### config.mk
export PLATFORM = sky130hd
export DESIGN_NAME = rhythm_game_top
export DESIGN_NICKNAME = d
export VERILOG_FILES = /design/src/source/game_geom_pkg.sv /design/src/source/song_pkg.sv /design/src/source/lane_if.sv /design/src/source/beat_timer.sv /design/src/source/key_decoder.sv /design/src/source/note_field.sv /design/src/source/rhythm_game_top.sv /design/src/source/scoreboard.sv /design/src/source/song_sequencer.sv
export SDC_FILE = /design/constraint.sdc
export NUM_CORES = 1
export LEC_CHECK = 0
export ABC_AREA = 1
export ABC_CLOCK_PERIOD_IN_PS = 3830
export BUFFER_PORTS_ARGS = -buffer_cell sky130_fd_sc_hd__buf_2
export CAP_MARGIN = 20
export CELL_PAD_IN_SITES_DETAIL_PLACEMENT = 1
export CELL_PAD_IN_SITES_GLOBAL_PLACEMENT = 1
export CORE_MARGIN = 8
export CORE_UTILIZATION = 49
export DETAILED_ROUTE_END_ITERATION = 10
export PLACE_DENSITY = 0.89
export SKIP_CTS_REPAIR_TIMING = 1
export SLEW_MARGIN = 20
export SYNTH_ARGS = -nofsm -noshare
export SYNTH_HDL_FRONTEND = slang
export SYNTH_SLANG_ARGS = --single-unit
### constraint.sdc
create_clock -name max10_clk1_50 -period 3.83 [get_ports max10_clk1_50]
set_clock_uncertainty 0.2 [all_clocks]
set_input_delay 0.5745 -clock max10_clk1_50 [delete_from_list [all_inputs] [get_ports max10_clk1_50]]
set_output_delay 0.5745 -clock max10_clk1_50 [all_outputs]
set_load 0.05 [all_outputs]
### src/source/game_geom_pkg.sv
/*
 * Playfield geometry: lane count, note positions, fall speed,
 * hit window bounds and score counter widths
 */
`default_nettype none

package game_geom_pkg;

	// ==================================================
	// Lanes and positions
	// ==================================================
	localparam int NUM_LANES = 4;

	typedef logic [9:0] pos_t;          // Vertical pixel position
	typedef logic [NUM_LANES-1:0] lane_mask_t;

	localparam pos_t FALL_STEP = 10'd4; // Pixels per frame

	// ==================================================
	// Hit window
	// ==================================================
	localparam pos_t HIT_Y_MIN = 10'd400;
	localparam pos_t HIT_Y_MAX = 10'd440;

	// Score counters
	typedef logic [7:0] count_t;

endpackage

`default_nettype wire

### src/source/song_pkg.sv
/*
 * Keyboard codes, game state encoding, song length
 * and the fixed beat pattern of the song
 */
`default_nettype none

package song_pkg;

	typedef logic [7:0] key_t;

	// USB HID usage codes
	localparam key_t KEY_START = 8'h2C; // Space
	localparam key_t KEY_STOP  = 8'h29; // Escape
	localparam key_t KEY_LANE0 = 8'h07; // d
	localparam key_t KEY_LANE1 = 8'h09; // f
	localparam key_t KEY_LANE2 = 8'h0D; // j
	localparam key_t KEY_LANE3 = 8'h0E; // k

	typedef enum logic [1:0] {IDLE, PLAYING, DRAIN, DONE} game_state_t;

	localparam int SONG_LEN = 16;
	typedef logic [3:0] beat_idx_t;

	// ==================================================
	// Song pattern, one lane mask per beat
	// ==================================================
	function automatic game_geom_pkg::lane_mask_t beat_lanes(beat_idx_t idx);
		case (idx)
			4'd0:    return 4'b0001;
			4'd1:    return 4'b0010;
			4'd2:    return 4'b0100;
			4'd3:    return 4'b1000;
			4'd4:    return 4'b0000; // Rest
			4'd5:    return 4'b0011;
			4'd6:    return 4'b0100;
			4'd7:    return 4'b1000;
			4'd8:    return 4'b0001;
			4'd9:    return 4'b0000; // Rest
			4'd10:   return 4'b1100;
			4'd11:   return 4'b0010;
			4'd12:   return 4'b0001;
			4'd13:   return 4'b1001;
			4'd14:   return 4'b0100;
			default: return 4'b0010;
		endcase
	endfunction

endpackage

`default_nettype wire

### src/source/lane_if.sv
/*
 * Per-lane event bundle between sequencer, key decoder,
 * note field and scoreboard
 */
`default_nettype none

interface lane_if;

	game_geom_pkg::lane_mask_t trigger; // Spawn a note
	game_geom_pkg::lane_mask_t press;   // Key went down
	game_geom_pkg::lane_mask_t hit;
	game_geom_pkg::lane_mask_t miss;
	logic clear;                        // Drop all notes
	logic busy;                         // Any note still falling

	modport seq   (output trigger, output clear, input busy);
	modport keys  (output press);
	modport field (input trigger, input press, input clear,
	               output hit, output miss, output busy);
	modport score (input hit, input miss, input clear);

endinterface

`default_nettype wire

### src/source/beat_timer.sv
/*
 * Beat timer: divides frame ticks into beat strobes
 * and keeps the index of the current beat
 */
`default_nettype none

module beat_timer #(
	parameter int FRAMES_PER_BEAT = 16
) (
	input  wire                      max10_clk1_50,
	input  wire                      arst_n,
	input  wire                      frame_tick,
	input  wire                      run,
	input  wire                      restart,
	output logic                     beat,
	output song_pkg::beat_idx_t      beat_index
);

	localparam int FRAME_W = (FRAMES_PER_BEAT > 1) ? $clog2(FRAMES_PER_BEAT) : 1;
	localparam logic [FRAME_W-1:0] LAST_FRAME = FRAME_W'(FRAMES_PER_BEAT - 1);

	logic [FRAME_W-1:0] frame_cnt;

	always_ff @(posedge max10_clk1_50 or negedge arst_n) begin
		if (!arst_n) begin
			frame_cnt  <= '0;
			beat       <= 1'b0;
			beat_index <= '0;
		end else if (restart) begin
			frame_cnt  <= '0;
			beat       <= 1'b0;
			beat_index <= '0;
		end else begin
			beat <= 1'b0;
			if (beat)
				beat_index <= beat_index + 1'b1; // Advance once the beat is out
			if (run && frame_tick) begin
				if (frame_cnt == LAST_FRAME) begin
					frame_cnt <= '0;
					beat      <= 1'b1;
				end else begin
					frame_cnt <= frame_cnt + 1'b1;
				end
			end
		end
	end

endmodule

`default_nettype wire

### src/source/key_decoder.sv
/*
 * Keycode edge detector: start, stop and per-lane press strobes
 */
`default_nettype none

module key_decoder (
	input  wire                 max10_clk1_50,
	input  wire                 arst_n,
	input  wire song_pkg::key_t keycode,
	output logic                start,
	output logic                stop,
	lane_if.keys                lanes
);

	song_pkg::key_t key_q;
	logic changed;
	game_geom_pkg::lane_mask_t lane_match;

	assign changed = (keycode != key_q); // Held keys give no repeat

	assign lane_match = {
		keycode == song_pkg::KEY_LANE3,
		keycode == song_pkg::KEY_LANE2,
		keycode == song_pkg::KEY_LANE1,
		keycode == song_pkg::KEY_LANE0
	};

	always_ff @(posedge max10_clk1_50 or negedge arst_n) begin
		if (!arst_n) begin
			key_q       <= '0;
			start       <= 1'b0;
			stop        <= 1'b0;
			lanes.press <= '0;
		end else begin
			key_q       <= keycode;
			start       <= changed && (keycode == song_pkg::KEY_START);
			stop        <= changed && (keycode == song_pkg::KEY_STOP);
			lanes.press <= changed ? lane_match : '0;
		end
	end

endmodule

`default_nettype wire

### src/source/note_field.sv
/*
 * Note slots of all lanes: spawning, falling per frame,
 * hit window search on key press and miss detection
 */
`default_nettype none

module note_field #(
	parameter int NOTE_SLOTS = 8
) (
	input  wire  max10_clk1_50,
	input  wire  arst_n,
	input  wire  frame_tick,
	lane_if.field lanes
);

	localparam int SLOT_W = (NOTE_SLOTS > 1) ? $clog2(NOTE_SLOTS) : 1;
	localparam int NL = game_geom_pkg::NUM_LANES;

	typedef logic [SLOT_W-1:0] slot_idx_t;

	logic [NOTE_SLOTS-1:0] active [NL];
	game_geom_pkg::pos_t pos [NL][NOTE_SLOTS];
	logic hit_r [NL];
	logic miss_r [NL];
	game_geom_pkg::lane_mask_t hit_mask, miss_mask, busy_mask;

	// ==================================================
	// One slot bank per lane
	// ==================================================
	for (genvar l = 0; l < NL; l++) begin : g_lane
		slot_idx_t free_idx, win_idx;
		logic free_ok, win_ok;
		logic [NOTE_SLOTS-1:0] take_hit, take_fall, take_spawn;
		game_geom_pkg::pos_t pos_next [NOTE_SLOTS];

		// Lowest free slot and lowest slot inside the window
		always_comb begin
			free_idx = '0;
			free_ok  = 1'b0;
			win_idx  = '0;
			win_ok   = 1'b0;
			for (int s = NOTE_SLOTS - 1; s >= 0; s--) begin
				if (!active[l][s]) begin
					free_idx = slot_idx_t'(s);
					free_ok  = 1'b1;
				end
				if (active[l][s] && pos[l][s] >= game_geom_pkg::HIT_Y_MIN &&
				    pos[l][s] <= game_geom_pkg::HIT_Y_MAX) begin
					win_idx = slot_idx_t'(s);
					win_ok  = 1'b1;
				end
			end
		end

		always_comb begin
			for (int s = 0; s < NOTE_SLOTS; s++) begin
				pos_next[s]   = pos[l][s] + game_geom_pkg::FALL_STEP;
				take_hit[s]   = lanes.press[l] && win_ok && (win_idx == slot_idx_t'(s));
				// A note taken by a press this cycle is not also a miss
				take_fall[s]  = frame_tick && active[l][s] && !take_hit[s] &&
				                (pos_next[s] > game_geom_pkg::HIT_Y_MAX);
				take_spawn[s] = lanes.trigger[l] && free_ok && (free_idx == slot_idx_t'(s));
			end
		end

		always_ff @(posedge max10_clk1_50 or negedge arst_n) begin
			if (!arst_n) begin
				active[l] <= '0;
				hit_r[l]  <= 1'b0;
				miss_r[l] <= 1'b0;
			end else if (lanes.clear) begin
				active[l] <= '0;
				hit_r[l]  <= 1'b0;
				miss_r[l] <= 1'b0;
			end else begin
				active[l] <= (active[l] & ~take_hit & ~take_fall) | take_spawn;
				hit_r[l]  <= |take_hit;
				miss_r[l] <= |take_fall;
			end
		end

		always_ff @(posedge max10_clk1_50) begin
			for (int s = 0; s < NOTE_SLOTS; s++) begin
				if (take_spawn[s])
					pos[l][s] <= '0;             // Top of the lane
				else if (frame_tick && active[l][s])
					pos[l][s] <= pos_next[s];
			end
		end
	end

	// Gather lane results
	always_comb begin
		for (int l = 0; l < NL; l++) begin
			hit_mask[l]  = hit_r[l];
			miss_mask[l] = miss_r[l];
			busy_mask[l] = |active[l];
		end
	end

	assign lanes.hit  = hit_mask;
	assign lanes.miss = miss_mask;
	assign lanes.busy = |busy_mask;

endmodule

`default_nettype wire

### src/source/rhythm_game_top.sv
/*
 * Rhythm game core: key decoder, beat timer, sequencer,
 * note field and scoreboard around one lane bus
 */
`default_nettype none

module rhythm_game_top #(
	parameter int FRAMES_PER_BEAT = 16,
	parameter int NOTE_SLOTS      = 8
) (
	input  wire                         max10_clk1_50,
	input  wire                         arst_n,
	input  wire                         frame_tick,    // Vertical sync pulse
	input  wire song_pkg::key_t         keycode,
	output song_pkg::game_state_t       state,
	output game_geom_pkg::lane_mask_t   lane_hit,
	output game_geom_pkg::lane_mask_t   lane_miss,
	output game_geom_pkg::count_t       hit_count,
	output game_geom_pkg::count_t       miss_count,
	output game_geom_pkg::count_t       combo
);

	logic start, stop, run, restart, beat;
	song_pkg::beat_idx_t beat_index;

	lane_if lanes ();

	// ==================================================
	// Control path
	// ==================================================
	key_decoder u_keys (.max10_clk1_50, .arst_n, .keycode, .start, .stop,
		.lanes(lanes.keys));

	beat_timer #(.FRAMES_PER_BEAT(FRAMES_PER_BEAT)) u_timer (.max10_clk1_50, .arst_n,
		.frame_tick, .run, .restart, .beat, .beat_index);

	song_sequencer u_seq (.max10_clk1_50, .arst_n, .start, .stop, .beat, .beat_index,
		.run, .restart, .state, .lanes(lanes.seq));

	// ==================================================
	// Notes and score
	// ==================================================
	note_field #(.NOTE_SLOTS(NOTE_SLOTS)) u_field (.max10_clk1_50, .arst_n, .frame_tick,
		.lanes(lanes.field));

	scoreboard u_score (.max10_clk1_50, .arst_n, .lanes(lanes.score), .hit_count,
		.miss_count, .combo);

	assign lane_hit  = lanes.hit;
	assign lane_miss = lanes.miss;

endmodule

`default_nettype wire

### src/source/scoreboard.sv
/*
 * Saturating hit, miss and combo counters
 */
`default_nettype none

module scoreboard (
	input  wire                     max10_clk1_50,
	input  wire                     arst_n,
	lane_if.score                   lanes,
	output game_geom_pkg::count_t   hit_count,
	output game_geom_pkg::count_t   miss_count,
	output game_geom_pkg::count_t   combo
);

	logic clear_q;
	logic [2:0] hit_n, miss_n;

	function automatic game_geom_pkg::count_t sat_add(game_geom_pkg::count_t a, logic [2:0] b);
		logic [$bits(game_geom_pkg::count_t):0] sum;
		sum = {1'b0, a} + b;
		return sum[$bits(game_geom_pkg::count_t)] ? '1 : sum[$bits(game_geom_pkg::count_t)-1:0];
	endfunction

	assign hit_n  = 3'($countones(lanes.hit));  // Lanes hit this cycle
	assign miss_n = 3'($countones(lanes.miss));

	always_ff @(posedge max10_clk1_50 or negedge arst_n) begin
		if (!arst_n) begin
			clear_q    <= 1'b0;
			hit_count  <= '0;
			miss_count <= '0;
			combo      <= '0;
		end else begin
			clear_q <= lanes.clear;
			if (lanes.clear && clear_q) begin // Two-cycle clear marks a new game
				hit_count  <= '0;
				miss_count <= '0;
				combo      <= '0;
			end else begin
				hit_count  <= sat_add(hit_count, hit_n);
				miss_count <= sat_add(miss_count, miss_n);
				combo      <= (miss_n != 3'd0) ? '0 : sat_add(combo, hit_n);
			end
		end
	end

endmodule

`default_nettype wire

### src/source/song_sequencer.sv
/*
 * Game FSM: start and stop handling, pattern lookup per beat,
 * end of song and drain detection
 */
`default_nettype none

module song_sequencer (
	input  wire                         max10_clk1_50,
	input  wire                         arst_n,
	input  wire                         start,
	input  wire                         stop,
	input  wire                         beat,
	input  wire song_pkg::beat_idx_t    beat_index,
	output logic                        run,
	output logic                        restart,
	output song_pkg::game_state_t       state,
	lane_if.seq                         lanes
);

	localparam song_pkg::beat_idx_t LAST_BEAT = song_pkg::beat_idx_t'(song_pkg::SONG_LEN - 1);

	logic go;

	// Start only from a finished or idle game
	assign go = start && (state == song_pkg::IDLE || state == song_pkg::DONE);

	always_ff @(posedge max10_clk1_50 or negedge arst_n) begin
		if (!arst_n) begin
			state         <= song_pkg::IDLE;
			run           <= 1'b0;
			restart       <= 1'b0;
			lanes.trigger <= '0;
			lanes.clear   <= 1'b0;
		end else begin
			restart       <= 1'b0;
			lanes.trigger <= '0;
			// A new game holds clear for a second cycle so the score resets too
			lanes.clear   <= restart;

			if (stop) begin
				state       <= song_pkg::IDLE;
				run         <= 1'b0;
				lanes.clear <= 1'b1;
			end else if (go) begin
				state       <= song_pkg::PLAYING;
				run         <= 1'b1;
				restart     <= 1'b1;
				lanes.clear <= 1'b1;
			end else begin
				case (state)
					song_pkg::PLAYING: begin
						if (beat) begin
							lanes.trigger <= song_pkg::beat_lanes(beat_index);
							if (beat_index == LAST_BEAT) begin
								state <= song_pkg::DRAIN;
								run   <= 1'b0;
							end
						end
					end
					song_pkg::DRAIN: begin
						// Last trigger is not visible in busy yet
						if (!lanes.busy && lanes.trigger == '0)
							state <= song_pkg::DONE;
					end
					default: begin
					end
				endcase
			end
		end
	end

endmodule

`default_nettype wire

==> out/results.ini <==
[run]
cap_violations=0

[sta]
finalSetupTns_ns=0
fmax_ghz=0.2789
rsz0062_at_grt=false
slew_violations=0
worst_pin_slew_ns=0.8109
slew_headroom=0.4544
setup_viol=0
fin_crit_sh=0.9363
fin_crit_ns=3.586
hold_viol_final=0

[finish]
layout_commonest_cell=nor2_1
syn2layout_area_growth_pct=10.88
nets=2739
final_cell_mix=nor2_1 (520), nand2_1 (410), inv_1 (332)
drive_gt1_frac=0.07132
n_fill_cell=5133
diodes=0
finalNonFillerCells=3221

[global_routing]
grt_most_used_layer=met2
grt_pass1_wl_um=99250
antenna_found_initial=0
grt_usage=0.2384
grt_pass1_vias=19380
grt.met3_usage=0.03738
grt-ovfl-total=0
met2_usage=0.4341
grt_max_degree=56
met1_usage=0.2742

[status]
status=finished clean

[critical_path]
r2r-start=u_field.lanes.miss[0]$_DFF_PN0_
startpoint=u_field.lanes.miss[0]$_DFF_PN0_
cp.required_ns=4.10
endpoint_kind=flip-flop
crit_end=u_score.miss_count[1]$_DFF_PN0_
criticalPathCategory=reg -> reg
rr_endpoint=u_score.miss_count[1]$_DFF_PN0_
ff2ff_setup_slack_ns=0.24
crit_fanout=3
arrival_ns=3.86
r2r_cells=12
start_kind=flip-flop

[clock_tree]
tritoncts=yes
clk_latency_ns=0.58
clock-sinks=353
clkTransAtPathRegs_ns=0.06
cts_buffers=42
cts_buffer_depth=3
root_buffer=clkbuf_16
htreeDepth=2

[pwr]
peakVddDrop_mv=0.4012
p_leak_nw=10.49
power_density_nw_per_um2=476.7

[routing]
ant_nets=0
first_pass_iters=5
wl_um=60920
drt-initial-drc-count=1255
vias_per_cell=5.514
drc_errors=0
vias=17760
wl_per_cell_um=18.91

[logic_synthesis]
syn_area_um2=21380
syn_inst=2512
yosysSeqAreaShare=0.4731
yosys.cell_types.count=47
synth_fp_nets=2649
ys_warn_count=0
ys_ff_latch=353
syn_area_per_cell_um2=8.511

[floorplanning]
die_area_um2=50570
start_util=0.4963
io_pins=45
dieHeight_um=224.9
die_x_um=224.9
coreArea_um2=43080
num_rows=76

[placement]
post-dp-hpwl_um=42100
io_buffers=44
finalWeightedCongestion=0.8543
place_inst=3136

[worst_hold_path]
hold_path_class=in -> reg

## worst min path at each step
stage	startpoint	end	slack [ns]	depth (start not counted)
floorplan	arst_n	u_field.active[0]$_DFF_PN0_	0.08	0
global placement	u_seq.restart$_DFF_PN0_	u_timer.beat_index[2]$_DFFE_PN0P_	0.31	1
detailed placement	u_keys.stop$_DFF_PN0_	u_seq.restart$_DFF_PN0_	0.32	1
CTS	arst_n	u_field.lanes.miss[1]$_DFF_PN0_	-0.11	1
global route	keycode[1]	u_keys.key_q[1]$_DFF_PN0_	0.0006	1
finish	keycode[1]	u_keys.key_q[1]$_DFF_PN0_	0.002	1
## cells by family after synthesis
family / count (synthesis) / synth area share
simple gates: 1290 / 0.2602
buf+inv: 374 / 0.06630
flops: 353 / 0.4731
xor+xnor: 199 / 0.08152
compound gates: 170 / 0.04342
fa+ha+maj: 126 / 0.07549
## synthesized netlist by cell type (all sizes together)
cell type | n | area share
o21bai | 2 | 0.00070
edfxtp | 256 | 0.36
nor2 | 532 | 0.096
o211ai | 3 | 0.0013
clkbuf | 9 | 0.0016
nand4 | 41 | 0.012
or2 | 5 | 0.0015
nand2 | 426 | 0.077
xnor2 | 68 | 0.028
and3b | 1 | 0.00041
nor3 | 63 | 0.017
o32ai | 1 | 0.00041
dfrtp | 97 | 0.11
and2 | 3 | 0.00088
a211oi | 3 | 0.0011
a31oi | 9 | 0.0026
o2bb2ai | 1 | 0.00041
fa | 5 | 0.0047
ha | 121 | 0.071
nor4 | 7 | 0.0020
a311oi | 2 | 0.00082
nand3 | 197 | 0.048
o21ai | 46 | 0.011
inv | 354 | 0.062
nand3b | 13 | 0.0046
and3 | 1 | 0.00029
buf | 4 | 0.0011
nor3b | 1 | 0.00035
a21oi | 97 | 0.023
xor2 | 131 | 0.054
o31ai | 6 | 0.0021
clkinv | 7 | 0.0013
## power by group
group,switching (mW),internal (mW),total (mW)
Sequential,0.425,4.56,4.99
Combinational,1.71,0.725,2.44
Clock,1.66,2.22,3.88
## registers in the layout (all words and copies together) (netlist names)
| register | cells |
|---|---|
| u_field.active | 32 |
| u_field.lanes.hit | 4 |
| u_field.lanes.miss | 4 |
| u_field.pos | 256 |
| u_keys.key_q | 8 |
| u_keys.lanes.press | 4 |
| u_keys.start | 1 |
| u_keys.stop | 1 |
| u_score.clear_q | 1 |
| u_score.combo | 8 |
| u_score.hit_count | 8 |
| u_score.miss_count | 8 |
| u_seq.lanes.clear | 1 |
| u_seq.lanes.trigger | 4 |
| u_seq.restart | 1 |
| u_seq.run | 1 |
| u_seq.state | 2 |
| u_timer.beat | 1 |
| u_timer.beat_index | 4 |
| u_timer.frame_cnt | 4 |
## through the flow
stage / total power, mW / area (um2) / utilization / worst slack, ns / hold WS, ns
finish: 11.30 / 23710 / 0.5504 / 0.2440 / 0.001669
global route: 11.74 / 23710 / 0.5504 / 0.1883 / 0.0005942
CTS: 11.32 / 23640 / 0.5487 / 0.3115 / -0.1123
detailed placement: 7.350 / 22340 / 0.5186 / 0.5234 / 0.3200
global placement: 7.113 / 22340 / 0.5186 / 0.7409 / 0.3122
floorplan: 6.563 / 21380 / - / 0.6473 / 0.07891
## critical path: stages, from the launching register on
cell     delay, ns
dfrtp_1       0.41
ha_1          0.34
ha_1          0.25
fa_1          0.55
inv_1         0.08
fa_1          0.43
nor2_1        0.14
o21ai_0       0.17
nor2_1        0.22
inv_1         0.12
nor2_1        0.24
inv_1         0.14
a21oi_1       0.20
## routing by layer
layer / vias to the layer above / wire (um)
met5: - / 0
met4: 0 / 2430
met3: 168 / 2588
met2: 430 / 31460
met1: 8838 / 24440
li1: 8323 / -
## area by class of cell
cell class                 count  area [um2]  area share
sequential                   353       10120      0.4267
multi-input combinational   1785        9848      0.4154
inverter                     361        1360     0.05737
clock buffer                  63        1234     0.05204
tap                          585       732.0     0.03087
timing repair buffer          59       352.8     0.01488
clock inverter                15       65.06    0.002744
No activity file was read; power rests on OpenSTA's default activity.
